<file path="src/source/mmio_pkg.sv">
`default_nettype none

package mmio_pkg;

    // Bus geometry
    localparam int WORD_WIDTH       = 32;
    localparam int SEL_WIDTH        = WORD_WIDTH / 8;
    localparam int BYTE_OFFSET_BITS = $clog2(SEL_WIDTH);

    // On-chip SRAM size in words
    localparam int SRAM_DEPTH     = 1024;
    localparam int SRAM_ADDR_BITS = $clog2(SRAM_DEPTH);

    // Byte address map
    localparam logic [WORD_WIDTH-1:0] RAM_BASE      = 32'h0000_0000;
    localparam logic [WORD_WIDTH-1:0] RAM_LIMIT     = 32'h0000_0FFF;
    localparam logic [WORD_WIDTH-1:0] DISPLAY_BASE  = 32'h0000_E000;
    localparam logic [WORD_WIDTH-1:0] DISPLAY_LIMIT = 32'h0000_E0FF;
    localparam logic [WORD_WIDTH-1:0] KEYPAD_ADDR   = 32'h0000_F000;

    // Load data for addresses outside the map
    localparam logic [WORD_WIDTH-1:0] ERROR_WORD = 32'hDEAD_BEEF;

    // Set while a key event waits to be read
    localparam int KEY_VALID_BIT = 31;

    typedef logic [WORD_WIDTH-1:0] word_t;

    typedef enum logic [1:0] {REGION_RAM, REGION_KEYPAD, REGION_DISPLAY, REGION_NONE} region_e;

    typedef enum logic [1:0] {WB_IDLE, WB_BUS, WB_DONE} wb_state_e;

    // CPU data port request
    typedef struct packed {
        word_t addr;
        word_t wdata;
        logic  read;
        logic  write;
    } cpu_req_t;

    // Wishbone manager to slave
    typedef struct packed {
        word_t                adr;
        word_t                dat;
        logic [SEL_WIDTH-1:0] sel;
        logic                 we;
        logic                 stb;
        logic                 cyc;
    } wb_m2s_t;

    // Wishbone slave to manager
    typedef struct packed {
        word_t dat;
        logic  ack;
    } wb_s2m_t;

endpackage

`default_nettype wire
</file>
<file path="src/source/address_decoder.sv">
`timescale 1ns/1ps
`default_nettype none

module address_decoder (
    input  mmio_pkg::word_t   addr_i,
    input  logic              write_i,
    output mmio_pkg::region_e region_o,
    output logic              display_wen_o
);

    import mmio_pkg::*;

    logic hit_ram;
    logic hit_keypad;
    logic hit_display;

    // Window compares against the map
    assign hit_ram     = (addr_i >= RAM_BASE) && (addr_i <= RAM_LIMIT);
    assign hit_display = (addr_i >= DISPLAY_BASE) && (addr_i <= DISPLAY_LIMIT);
    assign hit_keypad  = (addr_i == KEYPAD_ADDR);

    always_comb begin
        if (hit_ram) begin
            region_o = REGION_RAM;
        end else if (hit_keypad) begin
            region_o = REGION_KEYPAD;
        end else if (hit_display) begin
            region_o = REGION_DISPLAY;
        end else begin
            region_o = REGION_NONE;
        end
    end

    // Display strobe only for stores into its window
    assign display_wen_o = write_i && hit_display;

    // Windows must never overlap, or the priority above would hide a target
    always_comb begin
        a_one_region: assert final ($onehot0({hit_ram, hit_keypad, hit_display}))
            else $error("address_decoder: address %h hits more than one region", addr_i);
    end

endmodule

`default_nettype wire

</file>
<file path="config.mk">
export PLATFORM = sky130hd
export DESIGN_NAME = address_decoder
export DESIGN_NICKNAME = d
export VERILOG_FILES = /design/src/source/mmio_pkg.sv /design/src/source/address_decoder.sv
export SDC_FILE = /design/constraint.sdc
export NUM_CORES = 1
export LEC_CHECK = 0
export BUFFER_PORTS_ARGS = -buffer_cell sky130_fd_sc_hd__buf_2
export CAP_MARGIN = 30
export CORE_AREA = 2 2 39 41
export DETAILED_ROUTE_END_ITERATION = 6
export DIE_AREA = 0 0 41 43
export SYNTH_ARGS = -nofsm -noshare
export SYNTH_HDL_FRONTEND = slang
export SYNTH_SLANG_ARGS = --single-unit
</file>
<file path="constraint.sdc">
create_clock -name vclk -period 2.2
set_clock_uncertainty 0.05 [all_clocks]
set_input_delay 0.44 -clock vclk [all_inputs]
set_output_delay 0.44 -clock vclk [all_outputs]
set_load 0.01 [all_outputs]
</file>
# After elaboration in Yosys (flattened, before gate mapping)
# Index checks and enable logic that the tools add are counted.
# op_classes
eq_ne	1
magnitude_cmp	4
n_mux	3
n_reduce_logical	3
# ops
operator	count
equality test 32 x 16 -> 1 bit (second input constant)	1
greater-or-equal comparator 32 x 1 -> 1 bit (second input constant)	1
greater-or-equal comparator 32 x 16 -> 1 bit (second input constant)	1
<= comparator 32 x 12 -> 1 bit (second input constant)	1
<= comparator 32 x 16 -> 1 bit (second input constant)	1
2-to-1 mux 2 bit	2
logical AND 1 bit	3
2-to-1 mux 1 bit	1
# word_totals
inputBits	33
register_bits	0
wordCells	11

# Logic depth before layout (Yosys ltp)
# depth
ltp_word	5
ltp_mapped	4
ltp_nobuf	4

# Worst setup path after synthesis
# OpenSTA, ideal clock, no wires.
# synth_timing
path_kind	in2out
startpoint	input addr_i[5]
endpoint	output region_o[1]
path_stages	4
n_path_buf	0
t_arrival_ns	1.407
required_time_ns	1.710
slack_ns	0.303
cell_sequence	or4_4 -> nor4_2 -> nand4b_1 -> a21o_1
# synth_via
elab_chain_cells	3
elab_cells_between_ends	6
classes_between	2 x order compare; 1 x eq/ne; 2 x mux; 1 x reduce/logical
# synth_rtl
item	line_no	text
start, declared	address_decoder.sv:5	input mmio_pkg::word_t addr_i,
greater-or-equal comparator 32 x 1 -> 1 bit, or another cell as far along	address_decoder.sv:18	assign hit_ram = (addr_i >= RAM_BASE) && (addr_i <= RAM_LIMIT);
logical AND 1 bit / 2-to-1 mux 2 bit (equally long branches)	address_decoder.sv:18, address_decoder.sv:25	
2-to-1 mux 2 bit *	address_decoder.sv:23	if (hit_ram) begin
end, declared	address_decoder.sv:7	output mmio_pkg::region_e region_o,
# Mark *: on every way between the ends. The rest lies on a longest branch, timed or not.

# Worst setup path after layout
# Same ends and word-level chain as after synthesis.

==> results by group <==
Status
  – Outcome: completed

Placement
  – Port Buf Inserts: 36
  – Placed cell count: 68
  – GP Congestion: 0.560
  – DP Area: 319 sq um
  – DP Worst Slack: 0.0546 ns

STA
  – Final WS setup: 0.0693 ns
  – Count of final hold-check violations: 0
  – Final period utilization: a little under 100%
  – Actual slew at the worst max-slew pin: 0.270 ns
  – Final setup viols: 0
  – Relative slew margins: between 80 and 90%
  – Final max-slew violation count: 0
  – Fmax: 469 MHz
  – Final min period: 2.13 ns
  – Sum Neg Setup Slack: 0 ns
  – RSZ-0062 raised after global routing: no

Final layout
  – Final #Nets: 87
  – Final Cell Area: between 300 and 400 sq um
  – FILL cells: 166
  – Seq Cell Count: 0
  – Area growth syn-to-layout: 176%
  – Reg area: 0 sq um
  – Antenna cell count: 0
  – Commonest non-fill, non-tap cell in the layout: buf_2
  – # clk buffers: 0
  – Commonest cells after routing, fill and taps aside: buf_2 (36), nor4_1 (4), nand4b_1 (2)
  – Share of cells above drive strength 1: approximately 75%
  – Non-Filler Instances: 68

Critical path
  – CP top delay family: simple AND/OR/NAND/NOR gates
  – Crit path max fanout: 1
  – Slowest stage delay, CP: 0.54 ns
  – Cell mode on critical path: buf_2
  – CP endpoint kind: primary output
  – Critical Path RT: 1.71 ns
  – CP Class: input pin to primary output
  – Startpoint types: input pin
  – Worst setup startpoint: addr_i[5]
  – CP max stage cell: or4_4
  – Crit path DAT: 1.64 ns
  – Crit path cell chain: buf_2, or4_4, nor4_4, nand4b_1, a21o_1, buf_2
  – WP buf/inv: 2

CTS
  – Post CTS Setup Buffer Count: 0
  – CTS-repair resized insts: 0
  – Cts hold-fix bufs: 0

Power
  – Worst vdd ir: ~0.020 mV
  – Int Power: 0.0000237 W
  – Sw frac: 33.6%
  – Pwr Density: 109 mW/mm^2
  – Total net switching power: 0.0000120 W
  – Seq pwr share: 0%
  – Pwr Total: 0.0000357 W
  – Combinational Power Share: between 90% and 100%
  – Clock share of power: 0%
  – Leak pwr: 0.161 nW

Synth
  – Cell count after synthesis: 16
  – Register area share after synthesis: 0%
  – Syn_area_per_cell: approximately 7.4 sq um
  – Yosys cell types: 11
  – Yosys warnings: 0
  – Mapped Nets: 49
  – Post-Syn Area: 119 sq um

Worst hold path
  – Hold WC Path Type: input pin to primary output
  – Hold Crit Depth: 3
  – Worst Hold End: display_wen_o
  – Origin of the worst min-delay path: write_i

Routing
  – Final wirelength: about 550 um
  – DRC viols: 0
  – Post-DRT Antenna Nets: 0
  – Via count: around 280
  – DR vias/cell: 4.09
  – Drt wl/cell: 8.13 um
  – DRT iter0 DRCs: 0
  – TritonRoute pass-1 iters: 1

GRT
  – Pin count of the biggest net entering global routing: 4
  – Vias in the first global route: 235
  – GRT overflow: 0
  – Antenna violations before repair: 0
  – First-pass GRT wire length: 779 um
  – GR Util All Layers: just under 6%

Floorplan
  – Initial core utilization: 8.59%
  – Die Wd: 41 um
  – Core area: 0.00138 sq mm
  – Rows: 14
  – I/O pin count: 36
  – Die Span Y: 43 um
  – Die area: 0.00176 sq mm

Job
  – Max-cap violations: 0
cells in the mapped netlist:
master / n / area [sq um]
nor4_1: 4 / 25.0
or4_4: 1 / 11.3
and3_1: 1 / 6.26
a21o_1: 1 / 7.51
nor3_1: 1 / 5.00
nor4_2: 2 / 25.0
nand4_1: 1 / 6.26
nand4b_1: 2 / 17.5
nor2_1: 1 / 3.75
o21ai_0: 1 / 5.00
nand2b_1: 1 / 6.26
power by group through the flow:
stage | Clock, W | Sequential [W] | Combinational (W)
6_report | 0 | 0 | 0.0000357
5_1_grt | 0 | 0 | 0.0000397
4_1_cts | 0 | 0 | 0.0000350
3_5_place_dp | 0 | 0 | 0.0000349
3_3_place_gp | 0 | 0 | 0.0000344
2_1_floorplan | 0 | 0 | 0.00000451
per-layer routing:
| layer | track usage [%] | share of wire (%) | vias up |
|---|---|---|---|
| met2 | 12.2 | 54 | 14 |
| met1 | 5.70 | 33 | 119 |
| met3 | 0.524 | 13 | 0 |
| met4 | 0 | 0 | 0 |
| met5 | 0 | 0 | - |
| li1 | - | - | 145 |
per-stage QoR:
| stage | hold slack (ns) | util [%] |
|---|---|---|
| finish | 1.15 | 23.7 |
| global route | 1.17 | 23.7 |
| CTS | 1.15 | 23.1 |
| detailed placement | 1.15 | 23.1 |
| global placement | 1.16 | 23.1 |
| floorplan | 0.985 | - |
cell type report:
cell class | instances | area [sq um] | area share [%]
multi-input combinational | 16 | 128 | 38.9
tap | 16 | 20.0 | 6.11
timing repair buffer | 36 | 180 | 55.0
cell families after synthesis:
group,synth area share (%)
AOI/OAI and AO/OA,10.5
and+or+nand+nor,89.5
how the worst max path moves through the flow:
stage                        to  slack, ns  depth (start not counted)
finish              region_o[1]       0.07                          6
global route        region_o[1]       0.01                          6
CTS                 region_o[1]       0.05                          6
detailed placement  region_o[1]       0.05                          6
global placement    region_o[1]        0.1                          6
floorplan           region_o[1]       0.30                          4
Note: power is estimated with default switching activity, not from simulation.
