### src/source/mmio_pkg.sv
`default_nettype none

package mmio_pkg;

    // Bus geometry
    localparam int WORD_WIDTH       = 32;
    localparam int SEL_WIDTH        = WORD_WIDTH / 8;
    localparam int BYTE_OFFSET_BITS = $clog2(SEL_WIDTH);

    // On-chip SRAM size in words
    localparam int SRAM_DEPTH     = 1024;
    localparam int SRAM_ADDR_BITS = $clog2(SRAM_DEPTH);

    // Byte address map
    localparam logic [WORD_WIDTH-1:0] RAM_BASE      = 32'h0000_0000;
    localparam logic [WORD_WIDTH-1:0] RAM_LIMIT     = 32'h0000_0FFF;
    localparam logic [WORD_WIDTH-1:0] DISPLAY_BASE  = 32'h0000_E000;
    localparam logic [WORD_WIDTH-1:0] DISPLAY_LIMIT = 32'h0000_E0FF;
    localparam logic [WORD_WIDTH-1:0] KEYPAD_ADDR   = 32'h0000_F000;

    // Load data for addresses outside the map
    localparam logic [WORD_WIDTH-1:0] ERROR_WORD = 32'hDEAD_BEEF;

    // Set while a key event waits to be read
    localparam int KEY_VALID_BIT = 31;

    typedef logic [WORD_WIDTH-1:0] word_t;

    typedef enum logic [1:0] {REGION_RAM, REGION_KEYPAD, REGION_DISPLAY, REGION_NONE} region_e;

    typedef enum logic [1:0] {WB_IDLE, WB_BUS, WB_DONE} wb_state_e;

    // CPU data port request
    typedef struct packed {
        word_t addr;
        word_t wdata;
        logic  read;
        logic  write;
    } cpu_req_t;

    // Wishbone manager to slave
    typedef struct packed {
        word_t                adr;
        word_t                dat;
        logic [SEL_WIDTH-1:0] sel;
        logic                 we;
        logic                 stb;
        logic                 cyc;
    } wb_m2s_t;

    // Wishbone slave to manager
    typedef struct packed {
        word_t dat;
        logic  ack;
    } wb_s2m_t;

endpackage

`default_nettype wire
### src/source/keypad_register.sv
`timescale 1ns/1ps
`default_nettype none

module keypad_register (
    input  logic            clk,
    input  logic            rst_n_i,
    input  logic [4:0]      button_i,
    input  logic [1:0]      app_i,
    input  logic            key_rising_i,
    input  logic            read_done_i,
    output mmio_pkg::word_t key_word_o
);

    import mmio_pkg::*;

    logic       valid_q;
    logic [1:0] app_q;
    logic [4:0] button_q;

    // Newest key event wins over a read in the same cycle
    always_ff @(posedge clk or negedge rst_n_i) begin
        if (!rst_n_i) begin
            valid_q  <= 1'b0;
            app_q    <= '0;
            button_q <= '0;
        end else if (key_rising_i) begin
            valid_q  <= 1'b1;
            app_q    <= app_i;
            button_q <= button_i;
        end else if (read_done_i) begin
            valid_q <= 1'b0;
        end
    end

    // Word layout: valid flag on top, app in 6:5, button in 4:0
    always_comb begin
        key_word_o                = '0;
        key_word_o[KEY_VALID_BIT] = valid_q;
        key_word_o[6:5]           = app_q;
        key_word_o[4:0]           = button_q;
    end

endmodule

`default_nettype wire

### config.mk
export PLATFORM = sky130hd
export DESIGN_NAME = keypad_register
export DESIGN_NICKNAME = d
export VERILOG_FILES = /design/src/source/mmio_pkg.sv /design/src/source/keypad_register.sv
export SDC_FILE = /design/constraint.sdc
export NUM_CORES = 1
export LEC_CHECK = 0
export BUFFER_PORTS_ARGS = -buffer_cell sky130_fd_sc_hd__buf_2
export CAP_MARGIN = 20
export CORE_MARGIN = 10
export CORE_UTILIZATION = 39
export DETAILED_ROUTE_END_ITERATION = 8
export PLACE_DENSITY = 0.8
export SETUP_SLACK_MARGIN = 0.1
export SLEW_MARGIN = 5
export SYNTH_ARGS = -nofsm -noshare
export SYNTH_HDL_FRONTEND = slang
export SYNTH_SLANG_ARGS = --single-unit
### constraint.sdc
create_clock -name clk -period 2.15 [get_ports clk]
set_clock_uncertainty 0.2 [all_clocks]
set_input_delay 0.43 -clock clk [delete_from_list [all_inputs] [get_ports clk]]
set_output_delay 0.43 -clock clk [all_outputs]
set_load 0.005 [all_outputs]
; Word level (Yosys, flattened, before mapping)
; Index checks and enable logic that the tools add are counted.
; W data, S select, Z words.
[totals]
rom_bits = 0
register_bits = 8
memories = 0
mem_bits_rw = 0
output_inout_bits = 32
latchBits = 0
wordCells = 6
[classes]
n_eq_ne = 0
n_addsub = 0
magnitude_cmp = 0
shift = 0
n_mul = 0
n_mux = 2
bitwise = 0
reduce_logical = 1
div = 0
[op_table]
columns = op, n
row1 = $mux W1, 2
row2 = $reduce_bool A2 Y1, 1

; Depth between registers and ports, before layout
[logic_depth]
depth_word = 2
depth_mapped = 2

; Least setup slack after synthesis
; OpenSTA, ideal clock, no wires.
[synth_timing]
kind = input port to flip-flop
from = input port key_rising_i
to = register app_q[0]
arrival_time_ps = 842
stages = 2
t_required_ps = 1825
setup_slack_ps = 983
path_cell_list = buf_6 mux2_4
[synth_rtl]
columns = item, line
row1 = start: declaration, keypad_register.sv:9  ; input logic key_rising_i,
row2 = end signal: assignment, keypad_register.sv:28  ; app_q <= app_i;
row3 = end: declaration, keypad_register.sv:17  ; logic [1:0] app_q;
; No word-level cell between the ends.

; Final worst setup path
[layout_timing]
from = register button_q[0]
to = output port key_word_o[0]
[layout_rtl]
columns = item, line
row1 = start: declaration, keypad_register.sv:18  ; logic [4:0] button_q;
row2 = start signal: assignment, keypad_register.sv:29  ; button_q <= button_i;
row3 = end: declaration, keypad_register.sv:11  ; output mmio_pkg::word_t key_word_o
; No word-level cell between the ends.

==> metrics.md <==
| Metric | Value |
|---|---|
| GRT overflow | `0` |
| Internal | `266 µW` |
| # rows | `13` |
| Area share of the largest cell type after synthesis | `0.385` |
| Global-route wire length before repair | `1690 µm` |
| Die X-Extent | `56.5 µm` |
| # diodes | `0` |
| Mux cell area share after synthesis | `0.202` |
| Die height | `56.5 µm` |
| Die area | `3200 µm²` |
| DRC viols | `0` |
| Post-Synth Simple-Gate Area | `0` |
| Resized cells post-CTS | `0` |
| Final wirelength | `1030 µm` |
| Max-Cap Viols | `0` |
| Clk Latency, worst-skew pair | `0.24 ns` |
| Gate Count Post-Synth | `44` |
| YS warnings | `0` |
| Wl on met1 | `422 µm` |
| Postcts setup bufs | `0` |
| DP Worst Slack | `0.829 ns` |
| F_max | `724 MHz` |
| Core footprint | `1280 µm²` |
| Setup TNS | `0 ns` |
| HPWL Detailed | `927 µm` |
| First-pass DRT Iterations | `1` |
| # IOs | `43` |
| Leakage | `0.326 nW` |
| P&R area growth vs syn | `5.53%` |
| CP max FO | `2` |
| GP Congestion | `0.674` |
| Metal3 WL | `183 µm` |
| Wire per inst | `13.1 µm` |
| Iter 0 DRT Violations | `0` |
| TritonCTS clock tree | `built` |
| Adder-cell share of the synthesized area | `0` |
| Final setup fails | `0` |
| Syn Area/Cell | `11.8 µm²` |
| CTS root buf | `clkbuf_4` |
| CP top delay family | `flip-flops` |
| Net Sw Frac | `0.238` |
| Hold Slack | `0.214 ns` |
| Final WS setup | `0.768 ns` |
| Layout cell share with drive strength beyond 1 | `0.460` |
| Most frequent cells in the layout | `24 x conb_1, 18 x buf_2, 8 x dfrtp_1` |
| Switching power total | `83.3 µW` |
| Arrival @ worst endpoint | `0.75 ns` |
| Ranking of synthesized cells by area | `dfrtp_1 38%, buf_4 36%, mux2_4 20%` |
| CP Launch Type | `flop` |
| Final period utilization | `0.643` |
| Nets | `76` |
| Pwr/cell area | `637 nW/µm²` |
| Final Critical Period | `1.38 ns` |
| Vias in the first global route | `333` |
| Number of vias per cell | `3.51` |
| Reg2reg setup slack | `1.19 ns` |
| Routed length on met2 | `418 µm` |
| Antenna violations before repair | `0` |
| CP endpoint kind | `output port` |
| Slowest CP cell | `dfrtp_1` |
| Combinational power share | `0.198` |
| Clock slew at reported path FFs | `0.05 ns` |
| Cell taking the most area after synthesis | `dfrtp_1` |
| Overall global routing resource usage | `0.0649` |
| Hold Violations, Final | `0` |
| Worst Hold Class | `input port to flop` |
| Netlist cell types | `7` |
| Synth Area in Compound Gates | `0.0168` |
| IO Port Bufs | `18` |
| Clk sinks | `8` |
| CP Class | `flop to output port` |
| Worst IR Drop VDD | `0.387 mV` |
| Unrepaired setup endpoints after global routing | `no` |
| DRT antenna net count | `0` |
| Largest family of logic cells by synthesized area | `buffers and inverters` |
| Via Count | `274` |
| Status | `completed` |
| CTS Buffer Depth | `2` |
| Seq pwr share | `0.495` |
| Pin count of the biggest net entering global routing | `9` |
| Commonest non-fill, non-tap cell in the layout | `conb_1` |
| Seq/Total Area, Yosys | `0.385` |
| CTS Buf Count | `3` |
| Effective utilization at floorplan | `0.405` |
| Yosys reg bits | `8` |
| Max Used Layer | `met3` |
| Post-synthesis xor/xnor area fraction | `0` |
| Fin. max-slew vios | `0` |
| Cell Area, Synth | `520 µm²` |
| Crit path required time | `1.52 ns` |
| Crit path buffers/inverters | `1` |
| Crit-path max cell delay | `0.38 ns` |
| Max H-tree Level | `1` |
| Clock group share of total power | `0.307` |
| Crit path cell chain | `buf_2` |
-- per-layer routing --
layer	track usage	vias to the layer above
li1	-	128
met1	0.0697	112
met2	0.0925	34
met3	0.0607	0
met4	0.0103	0
met5	0	-
-- final timing paths --
path	from	end	depth (start not counted)
worst min register to register	valid_q	valid_q	1
worst max-delay path	button_q[0]	key_word_o[0]	1
max in group asynchronous	rst_n_i	button_q[2]	2
min in group asynchronous	rst_n_i	button_q[3]	2
worst max register to register	button_q[2]	button_q[2]	1
worst min-delay path	button_i[4]	button_q[4]	2
-- state kept, by name, indices dropped and copies added (netlist names) --
signal and count:
valid_q 1, button_q 5, app_q 2
-- through the flow --
stage	std cells	total power, mW	area, µm²	utilization
after global routing	78	0.373	549	0.427
after global placement	74	0.241	517	0.402
after detailed placement	74	0.243	517	0.402
after CTS	78	0.356	549	0.427
final	78	0.350	549	0.427
after floorplan	67	0.247	607	-
-- synthesized netlist by cell type --
| cell type | instances |
|---|---|
| conb_1 | 1 |
| mux2_4 | 7 |
| inv_1 | 1 |
| buf_6 | 1 |
| a21o_2 | 1 |
| dfrtp_1 | 8 |
| buf_4 | 25 |
-- power groups by stage --
stage	Sequential [mW]	Combinational (mW)	Clock, mW
3_5_place_dp	0.176	0.0669	0
4_1_cts	0.174	0.0684	0.114
2_1_floorplan	0.176	0.0706	0
5_1_grt	0.175	0.0778	0.119
6_report	0.173	0.0691	0.107
3_3_place_gp	0.175	0.0652	0
-- area by class of cell --
class	count	area, µm²
fillers	128	736
multi-input cells	32	204
flip-flops and latches	8	200
repair buffers	19	100
clock buffers	3	22.5
well taps	15	18.8
inverters	1	3.75
-- repair_timing --
item                       CTS  global route
hold buffers                 1             0
hold endpoints to repair     8             0
setup endpoints to repair    0             0
-- logic make-up after synthesis --
group                  Yosys count
buffers and inverters           27
multiplexers                     7
flip-flops                       8
other                            1
AO/OA/AOI/OAI                    1
Note: power is estimated with default switching activity, not from simulation.
