### config.mk
export PLATFORM = sky130hd
export DESIGN_NAME = wishbone_manager
export DESIGN_NICKNAME = d
export VERILOG_FILES = /design/src/source/mmio_pkg.sv /design/src/source/wishbone_manager.sv
export SDC_FILE = /design/constraint.sdc
export NUM_CORES = 1
export LEC_CHECK = 0
export BUFFER_PORTS_ARGS = -buffer_cell sky130_fd_sc_hd__buf_2
export CORE_AREA = 2 2 81 83
export CTS_BUF_LIST = sky130_fd_sc_hd__clkbuf_4 sky130_fd_sc_hd__clkbuf_8 sky130_fd_sc_hd__clkbuf_16
export DETAILED_ROUTE_END_ITERATION = 16
export DIE_AREA = 0 0 83 85
export PLACE_DENSITY = 0.71
export REMOVE_ABC_BUFFERS = 1
export SYNTH_ARGS = -nofsm -noshare
export SYNTH_HDL_FRONTEND = slang
export SYNTH_SLANG_ARGS = --single-unit
### constraint.sdc
create_clock -name clk -period 3.7 [get_ports clk]
set_input_delay 0.555 -clock clk [delete_from_list [all_inputs] [get_ports clk]]
set_output_delay 0.555 -clock clk [all_outputs]
set_load 0.005 [all_outputs]
### src/source/mmio_pkg.sv
`default_nettype none

package mmio_pkg;

    // Bus geometry
    localparam int WORD_WIDTH       = 32;
    localparam int SEL_WIDTH        = WORD_WIDTH / 8;
    localparam int BYTE_OFFSET_BITS = $clog2(SEL_WIDTH);

    // On-chip SRAM size in words
    localparam int SRAM_DEPTH     = 1024;
    localparam int SRAM_ADDR_BITS = $clog2(SRAM_DEPTH);

    // Byte address map
    localparam logic [WORD_WIDTH-1:0] RAM_BASE      = 32'h0000_0000;
    localparam logic [WORD_WIDTH-1:0] RAM_LIMIT     = 32'h0000_0FFF;
    localparam logic [WORD_WIDTH-1:0] DISPLAY_BASE  = 32'h0000_E000;
    localparam logic [WORD_WIDTH-1:0] DISPLAY_LIMIT = 32'h0000_E0FF;
    localparam logic [WORD_WIDTH-1:0] KEYPAD_ADDR   = 32'h0000_F000;

    // Load data for addresses outside the map
    localparam logic [WORD_WIDTH-1:0] ERROR_WORD = 32'hDEAD_BEEF;

    // Set while a key event waits to be read
    localparam int KEY_VALID_BIT = 31;

    typedef logic [WORD_WIDTH-1:0] word_t;

    typedef enum logic [1:0] {REGION_RAM, REGION_KEYPAD, REGION_DISPLAY, REGION_NONE} region_e;

    typedef enum logic [1:0] {WB_IDLE, WB_BUS, WB_DONE} wb_state_e;

    // CPU data port request
    typedef struct packed {
        word_t addr;
        word_t wdata;
        logic  read;
        logic  write;
    } cpu_req_t;

    // Wishbone manager to slave
    typedef struct packed {
        word_t                adr;
        word_t                dat;
        logic [SEL_WIDTH-1:0] sel;
        logic                 we;
        logic                 stb;
        logic                 cyc;
    } wb_m2s_t;

    // Wishbone slave to manager
    typedef struct packed {
        word_t dat;
        logic  ack;
    } wb_s2m_t;

endpackage

`default_nettype wire
### src/source/wishbone_manager.sv
`timescale 1ns/1ps
`default_nettype none

module wishbone_manager (
    input  logic               clk,
    input  logic               rst_n_i,
    input  mmio_pkg::cpu_req_t req_i,
    input  logic               ram_sel_i,
    output mmio_pkg::wb_m2s_t  wb_o,
    input  mmio_pkg::wb_s2m_t  wb_i,
    output mmio_pkg::word_t    rdata_o,
    output logic               done_o
);

    import mmio_pkg::*;

    wb_state_e state_q;
    wb_state_e state_d;
    word_t     rdata_q;
    logic      start;
    logic      bus_open;

    // A RAM access is pending
    assign start = ram_sel_i && (req_i.read || req_i.write);

    assign bus_open = (state_q == WB_BUS);

    always_comb begin
        state_d = state_q;
        case (state_q)
            WB_IDLE: begin
                if (start) begin
                    state_d = WB_BUS;
                end
            end
            WB_BUS: begin
                if (wb_i.ack) begin
                    state_d = WB_DONE;
                end
            end
            // One-cycle gap keeps a held request from being issued twice
            WB_DONE: begin
                state_d = WB_IDLE;
            end
            default: begin
                state_d = WB_IDLE;
            end
        endcase
    end

    always_ff @(posedge clk or negedge rst_n_i) begin
        if (!rst_n_i) begin
            state_q <= WB_IDLE;
        end else begin
            state_q <= state_d;
        end
    end

    // Capture the slave word on its ack
    always_ff @(posedge clk) begin
        if (bus_open && wb_i.ack) begin
            rdata_q <= wb_i.dat;
        end
    end

    // Address and data come straight from the held request
    always_comb begin
        wb_o.adr = req_i.addr;
        wb_o.dat = req_i.wdata;
        wb_o.sel = '1;
        wb_o.we  = req_i.write;
        wb_o.cyc = bus_open;
        wb_o.stb = bus_open;
    end

    assign rdata_o = rdata_q;
    assign done_o  = (state_q == WB_DONE);

    a_stb_in_cyc: assert property (@(posedge clk) disable iff (!rst_n_i)
        wb_o.stb |-> wb_o.cyc);

endmodule

`default_nettype wire

# After elaboration in Yosys (flattened, before gate mapping)
# Index checks and enable logic that the tools add are counted.
dict set report word_totals {
  reg_bits 34
  latchBits 0
  ramBits 0
  romBits 0
  input_bits 102
  n_memories 0
}
dict set report op_classes {
  addsub 0
  mul 0
  n_div 0
  n_lt_le_gt_ge 0
  n_eq_ne 4
  n_shift 0
  muxes 3
  bitwise_logic 0
  n_reduce_logical 5
}
# op n
set ops {}
lappend ops {{2-bit two-way mux} 2}
lappend ops {{2-bit != test, second input constant} 2}
lappend ops {{2-bit one-hot mux with 2 select lines} 1}
lappend ops {{2-bit by 1-bit equality test with 1-bit output, second input constant} 1}
lappend ops {{2-bit equality test, second input constant} 1}
lappend ops {{1-bit logical AND} 2}
lappend ops {{2-bit zero test} 1}
lappend ops {{2-bit AND reduction} 1}
lappend ops {{1-bit logical OR} 1}

# Depth between registers and ports, before layout
# Gate-level depths: netlist of run 1.
dict set report logic_depth {
  depth_word 4
  mapped_depth 3
  ltp_nobuf 3
}

# Worst setup path after synthesis of run 1
# OpenSTA, ideal clock, no wires.
dict set report synth_path {
  path_kind {in2reg}
  start {in wb_i[0] in the netlist's numbering}
  end {reg rdata_q[0] (netlist: rdata_o[0]), enable pin}
  setup_ns 0.392
  t_arrival_ns 1.348
  required_ns 3.308
  path_slack_ns 1.960
  path_stages 1
  cell_sequence {and2_1}
}
dict set report synth_between {
  elab_chain_len 1
}
# element line_no
set synth_rtl {}
lappend synth_rtl {{start, declared} wishbone_manager.sv:10} ;# input mmio_pkg::wb_s2m_t wb_i,
lappend synth_rtl {{1-bit logical AND} wishbone_manager.sv:61} ;# if (bus_open && wb_i.ack) begin
lappend synth_rtl {{end signal, assigned} wishbone_manager.sv:62} ;# rdata_q <= wb_i.dat;
lappend synth_rtl {{end, declared} wishbone_manager.sv:19} ;# word_t rdata_q;
# Every way passes these cells.
# A chain may end at the register's enable or synchronous reset.

==> out/qor.tcl, run 1 <==
set qor(cts_resized) 0
set qor(grt_pass1_vias) 836
set qor(clock-sinks) 34
set qor(clock_skew_after_layout_ns) 0.00123
set qor(fin_util) 0.262
set qor(mostFrequentLayoutCell) {sky130_fd_sc_hd__buf_2}
set qor(rsz_0062_raised_after_global_routing) {no}
set qor(tritoncts.num_buffers) 5
set qor(io_pins) 206
set qor(vias_per_cell) 4.09
set qor(grt_pass1_wl_um) 10300
set qor(nFillCells) 643
set qor(gp_routability_congestion) 0.960
set qor(timing.hold.ws_ns) 0.0555
set qor(fin_total_pwr_uw) 785
set qor(total_leakage_power_nw) 0.693
set qor(grt.total_usage) 0.237
set qor(critPathMaxFanout) 4
set qor(required_time_of_the_worst_setup_path_ns) 3.14
set qor(fraction_of_the_yosys_area_taken_by_sequential_cells) 0.634
set qor(fp.dieArea_um2) 7060
set qor(syn_avg_cell_area_um2) 14.1
set qor(later_pin_clock_latency_in_the_skew_report_ns) 0.27
set qor(worst-setup-path-type) {reg -> out}
set qor(ranking_of_synthesized_cells_by_area) {sky130_fd_sc_hd__edfxtp_1 (60%), sky130_fd_sc_hd__buf_4 (33%), sky130_fd_sc_hd__dfrtp_1 (3.1%), sky130_fd_sc_hd__and2_1 (0.78%), sky130_fd_sc_hd__mux2_1 (0.71%)}
set qor(synth_cells) 113
set qor(period_needed_ns) 1.53
set qor(finalNetCount) 228
set qor(clk_pin_slew_ns) 0.06
set qor(fp.dieH_um) 85
set qor(crit_family) {flip-flops}
set qor(critPathSlowestCell) {sky130_fd_sc_hd__dfrtp_1}
set qor(buffers_and_inverters_on_the_worst_path) 1
set qor(cts.path.max_buffers) 2
set qor(layout-area-overhead-vs-synth_pct) 1.96
set qor(timing.setup.tns_ns) 0
set qor(antennaDiodeCount) 0
set qor(library_cell_occupying_the_most_area_in_the_post_synthesis_netlist) {sky130_fd_sc_hd__edfxtp_1}
set qor(rows) 29
set qor(detail_route.wl_per_cell_um) 41.6
set qor(max_freq_ghz) 0.652
set qor(initial_utilization) 0.257
set qor(crit_path_start_kind) {register}
set qor(antenna_found_initial) 0
set qor(finalWirelength_um) 8440
set qor(drcViolationCount) 0
set qor(ctsHtreeMaxLevel) 2
set qor(drive_above_1_share) 0.651
set qor(postCtsSetupRepairBufs) 0
set qor(globalRoute.totalOverflow) 0
set qor(netlist-cell-type-count) 10
set qor(timing.critical_path.arrival_ns) 0.98
set qor(total_number_of_vias) 831
set qor(critical_path.cell_chain) {nor2b_2 > buf_2}
set qor(worst_ir_drop_vdd_mv) 0.136
set qor(place_hpwl_um) 8090
set qor(root_buffer) {sky130_fd_sc_hd__clkbuf_8}
set qor(core-area_um2) 6200
set qor(power-per-cell-area_nw_per_um2) 482
set qor(worst_setup_path_end_kind) {output port}
set qor(setup_viol) 0
set qor(worst_path_largest_cell_delay_ns) 0.40
set qor(status) {finished clean}
set qor(slew_viol_final) 0
set qor(ys_warn_count) 0
set qor(timing.max_cap.violations) 0
set qor(synth_largest_type_area_fraction) 0.602
set qor(final-hold-violation-count) 0
set qor(largest_net_degree_at_the_start_of_global_routing) 33
set qor(buffer_ports.inserted) 73
set qor(layout.cells.most_common_list) {sky130_fd_sc_hd__buf_2 (73), sky130_fd_sc_hd__edfxtp_1 (32), sky130_fd_sc_hd__clkbuf_8 (5), sky130_fd_sc_hd__conb_1 (4)}
set qor(mappedNetlistArea_um2) 1600
set qor(cts_tree) {done}
set qor(hold_path_class) {in -> async}
set qor(cts_hold_buf) 0
set qor(drt_first_pass_iters) 4
set qor(route.antenna.remaining_nets) 0
set qor(final.period_utilization) 0.415
set qor(drt_first_iter_violations) 23
set qor(yosys_register_bits) 34
set qor(die_x_um) 83
[metal layers]
layer / up-vias / global-route usage / wire [µm]
met5: - / 0 / 0
met4: 0 / 0.0477 / 144
met3: 8 / 0.372 / 2720
met2: 156 / 0.448 / 4630
met1: 343 / 0.0730 / 944
li1: 324 / - / -
[layout make-up]
class / count / area (µm²) / share of cell area
timing repair buffer: 74 / 373 / 0.229
tap: 77 / 96.3 / 0.0592
multi-input combinational: 11 / 62.6 / 0.0385
clock buffer: 7 / 83.8 / 0.0515
sequential: 34 / 1010 / 0.622
[power breakdown]
group / leakage (nW) / switching [mW] / internal (mW)
clock network: 0.0452 / 0.106 / 0.144
registers: 0.321 / 0.00842 / 0.453
logic: 0.327 / 0.0379 / 0.0357
total: 0.693 / 0.152 / 0.633
[flip-flops by register name (all words and copies together) (netlist names)]
register / flops
rdata_o: 32
state_q: 2
[cell usage after synthesis (all sizes together)]
library cell   n
buf           71
edfxtp        32
and2           2
dfrtp          2
nor2b          2
conb           1
mux2           1
nor2           1
o21ai          1
[worst paths after layout]
check	depth (start not counted)	slack, ns	endpoint	startpoint
min reg2reg	1	0.48	state_q[0]	state_q[1]
max	2	2.17	wb_o[1]	state_q[1]
min	1	0.06	state_q[0]	rst_n_i
max reg2reg	3	2.30	rdata_o[19]	state_q[1]
min in group clk	1	0.45	rdata_o[14]	wb_i[15]
max in group asynchronous	1	3.55	state_q[1]	rst_n_i
[through the flow]
stage	area (µm²)	worst slack, ns	instances
detailed placement	1540	2.23	196
global placement	1540	2.23	196
CTS	1630	2.15	203
global route	1630	2.09	203
finish	1630	2.17	203
floorplan	1070	1.92	45
[cell families after synthesis]
family          after synthesis  synth area share
compound gates                1           0.00313
mux                           1           0.00706
other cells                   1           0.00235
simple gates                  5            0.0196
flops                        34             0.634
buf+inv                      71             0.334
Note: power is estimated with default switching activity, not from simulation.
==> run 2: changes to the inputs <==
--- a/config.mk
+++ b/config.mk
@@ -5,12 +5,13 @@
 export SDC_FILE = /design/constraint.sdc
 export NUM_CORES = 1
 export LEC_CHECK = 0
+export ABC_AREA = 1
 export BUFFER_PORTS_ARGS = -buffer_cell sky130_fd_sc_hd__buf_2
-export CORE_AREA = 2 2 81 83
+export CORE_AREA = 2 2 79 81
 export CTS_BUF_LIST = sky130_fd_sc_hd__clkbuf_4 sky130_fd_sc_hd__clkbuf_8 sky130_fd_sc_hd__clkbuf_16
 export DETAILED_ROUTE_END_ITERATION = 16
-export DIE_AREA = 0 0 83 85
-export PLACE_DENSITY = 0.71
+export DIE_AREA = 0 0 81 83
+export PLACE_DENSITY = 0.74
 export REMOVE_ABC_BUFFERS = 1
 export SYNTH_ARGS = -nofsm -noshare
 export SYNTH_HDL_FRONTEND = slang
==> constraint.sdc (replaced) <==
create_clock -name clk -period 1.5 [get_ports clk]
set_input_delay 0.225 -clock clk [delete_from_list [all_inputs] [get_ports clk]]
set_output_delay 0.225 -clock clk [all_outputs]
set_load 0.005 [all_outputs]
==> run 2 against run 1 <==
  * Utilization up 2.4 points
  * Register-to-register slack worse by 2.0 ns
  * Critical path depth up 2
  * Synthesized area is 0.86% higher
  * Synthesized cell count increased by 6.2%
  * Final cell count up 3.4%
  * Global-route usage grew 1.4 points
  * Combinational power increased to 3.3 times the previous value
  * Via count increased by 7.6%
  * Worst setup slack got worse by 1.9 ns
  * Routed wire length rose by 1.3%
  * Critical path type unchanged
==> out/qor.tcl, run 2 <==
set qor(slew_viol_final) 0
set qor(library_cell_occupying_the_most_area_in_the_post_synthesis_netlist) {sky130_fd_sc_hd__edfxtp_1}
set qor(reg2reg_from) {state_q[1]}
set qor(grt.total_usage) 0.251
set qor(cts_hold_buf) 1
set qor(period_needed_ns) 1.21
set qor(ctsHtreeMaxLevel) 2
set qor(netlist-cell-type-count) 10
set qor(ranking_of_synthesized_cells_by_area) {sky130_fd_sc_hd__edfxtp_1 (60%), sky130_fd_sc_hd__buf_4 (33%), sky130_fd_sc_hd__dfrtp_1 (3.1%), sky130_fd_sc_hd__nand2_2 (1.2%), sky130_fd_sc_hd__nor2_1 (0.93%)}
set qor(buffer_ports.inserted) 73
set qor(fin_total_pwr_mw) 2.04
set qor(fraction_of_the_yosys_area_taken_by_sequential_cells) 0.628
set qor(layout.cells.most_common_list) {sky130_fd_sc_hd__buf_2 (73), sky130_fd_sc_hd__edfxtp_1 (32), sky130_fd_sc_hd__clkbuf_8 (5), sky130_fd_sc_hd__conb_1 (4)}
set qor(io_pins) 206
set qor(yosys_register_bits) 34
set qor(mostFrequentLayoutCell) {sky130_fd_sc_hd__buf_2}
set qor(gp_routability_congestion) 0.834
set qor(die_x_um) 81
set qor(worst-r2r-setup-slack_ns) 0.31
set qor(worst_min_delay_path_startpoint) {wb_i[17]}
set qor(drcViolationCount) 0
set qor(drt_first_pass_iters) 4
set qor(cell_internal_pwr_mw) 1.59
set qor(comb_power_share) 0.119
set qor(core-area_um2) 5820
set qor(met2RoutedLength_um) 4790
set qor(fp.dieH_um) 83
set qor(post-place-ws_ns) 0.319
set qor(power-per-cell-area_nw_per_um2) 1230
set qor(total_number_of_vias) 894
set qor(layout-area-overhead-vs-synth_pct) 3.42
set qor(rows) 28
set qor(finalNetCount) 236
set qor(rr_endpoint) {rdata_o[3]}
set qor(nFillCells) 644
set qor(fin_util) 0.286
set qor(grt_pass1_vias) 873
set qor(max_freq_ghz) 0.828
set qor(timing.critical_path.arrival_ns) 0.98
set qor(route.antenna.remaining_nets) 0
set qor(rsz_0062_raised_after_global_routing) {no}
set qor(worst_ir_drop_vdd_mv) 0.448
set qor(synth_edf_count) 32
set qor(clk_pin_slew_ns) 0.07
set qor(antenna_found_initial) 0
set qor(clock_skew_after_layout_ns) 0.00215
set qor(initial_utilization) 0.277
set qor(worstRegToRegCells) 4
set qor(largest_net_degree_at_the_start_of_global_routing) 33
set qor(wl_met1_um) 1130
set qor(dr_wl_met3_um) 2570
set qor(fp.dieArea_um2) 6720
set qor(postCtsSetupRepairBufs) 0
set qor(grt_pass1_wl_um) 10200
set qor(timing.hold.ws_ns) 0.119
set qor(cts_tree) {done}
set qor(timing.setup.tns_ns) 0
set qor(synth_async_sr_flop_share) 0.0588
set qor(timing.max_cap.violations) 0
set qor(place_hpwl_um) 8090
set qor(globalRoute.totalOverflow) 0
set qor(cts_resized) 0
set qor(root_buffer) {sky130_fd_sc_hd__clkbuf_8}
set qor(setup_viol) 0
set qor(ys_top_cells_by_count) {sky130_fd_sc_hd__buf_4 (71), sky130_fd_sc_hd__edfxtp_1 (32), sky130_fd_sc_hd__nor2_1 (4), sky130_fd_sc_hd__inv_1 (3), sky130_fd_sc_hd__nand2_2 (3)}
set qor(largest_register_ffs) 32
set qor(whs_path_depth) 1
set qor(final-hold-violation-count) 0
set qor(synth_largest_type_area_fraction) 0.597
set qor(clock-sinks) 34
set qor(detail_route.wl_per_cell_um) 40.7
set qor(worst_setup_path_startpoint) {state_q[1]}
set qor(finalWirelength_um) 8550
set qor(switching_share) 0.223
set qor(drive_above_1_share) 0.644
set qor(cts.path.max_buffers) 2
set qor(drt_first_iter_violations) 14
set qor(required_time_of_the_worst_setup_path_ns) 1.27
set qor(seqPwrFrac) 0.570
set qor(syn_avg_cell_area_um2) 13.4
set qor(synth_cells) 120
set qor(final.period_utilization) 0.805
set qor(total_leakage_power_nw) 0.727
set qor(final.setup.worst_slack_ns) 0.293
set qor(p_sw_uw) 455
set qor(critPathMaxFanout) 3
set qor(hold_path_class) {in -> reg}
set qor(synth.most_common_cell) {sky130_fd_sc_hd__buf_4}
set qor(mappedNetlistArea_um2) 1610
set qor(crit_path_start_kind) {register}
set qor(status) {finished clean}
set qor(worst_setup_path_end_kind) {output port}
set qor(later_pin_clock_latency_in_the_skew_report_ns) 0.28
set qor(worst-setup-path-type) {reg -> out}
set qor(power.clock.fraction) 0.312
set qor(worst_hold_path.endpoint) {rdata_o[16]}
set qor(antennaDiodeCount) 0
set qor(vias_per_cell) 4.26
set qor(prevailing_post_synth_register_cell) {sky130_fd_sc_hd__edfxtp_1}
set qor(tritoncts.num_buffers) 5
set qor(top_sig_layer) {met4}
set qor(ys_warn_count) 0
-- run 2: cell count changes after synthesis --
cell | before | now
sky130_fd_sc_hd__o21ai_1 | 1 | 0
sky130_fd_sc_hd__nand3_1 | 0 | 1
sky130_fd_sc_hd__inv_1 | 0 | 3
sky130_fd_sc_hd__nand2_1 | 0 | 1
sky130_fd_sc_hd__and2_1 | 2 | 0
sky130_fd_sc_hd__nand2_2 | 0 | 3
sky130_fd_sc_hd__nor2_1 | 1 | 4
sky130_fd_sc_hd__nor2b_1 | 1 | 0
sky130_fd_sc_hd__inv_2 | 0 | 2
sky130_fd_sc_hd__nor2b_2 | 1 | 0
sky130_fd_sc_hd__mux2_1 | 1 | 0
-- run 2: critical path, stage by stage (launching register included) --
cell and delay, ns:
sky130_fd_sc_hd__dfrtp_1 0.38, sky130_fd_sc_hd__inv_1 0.08, sky130_fd_sc_hd__nand2_2 0.07, sky130_fd_sc_hd__inv_2 0.07
sky130_fd_sc_hd__buf_2 0.11
-- run 2: logic make-up (layout without fill, tap and decap cells) --
kind of cell	count (synthesis)	in the layout	synth area share
buf+inv	76	88	0.343
flops	34	34	0.628
other cells	1	4	0.00233
simple gates	9	9	0.0264
-- run 2: how the worst max path moves through the flow --
stage                  end  slack [ns]  cells after the start
2_1_floorplan   rdata_o[0]       -0.78                      3
3_3_place_gp   rdata_o[15]        0.34                      4
3_5_place_dp   rdata_o[20]        0.32                      4
4_1_cts            wb_o[0]        0.28                      4
5_1_grt            wb_o[1]        0.22                      4
6_report           wb_o[0]        0.29                      4
-- run 2: per-stage QoR --
stage | cell area [µm²] | cells
after global routing | 1660 | 210
final | 1660 | 210
after floorplan | 1090 | 52
after global placement | 1570 | 201
after CTS | 1660 | 210
after detailed placement | 1570 | 201
-- run 2: area by class of cell --
cell class	count	area, µm²	area share
clock buffers	6	76.3	0.0459
flip-flops and latches	34	1010	0.608
clock inverters	2	8.76	0.00526
multi-input cells	13	60.1	0.0361
inverters	5	18.8	0.0113
repair buffers	75	395	0.238
well taps	75	93.8	0.0564
-- run 2: power groups by stage --
stage	logic, mW	registers [mW]	clock network [mW]
floorplan	0.0679	1.20	0
global placement	0.241	1.19	0
detailed placement	0.244	1.19	0
CTS	0.247	1.17	0.655
global route	0.268	1.17	0.692
finish	0.242	1.16	0.637
-- run 2: routing by layer --
layer,up-vias,track usage
met1,375,0.0951
met3,7,0.348
met4,0,0.0354
met2,172,0.479
li1,340,-
met5,-,0.00833
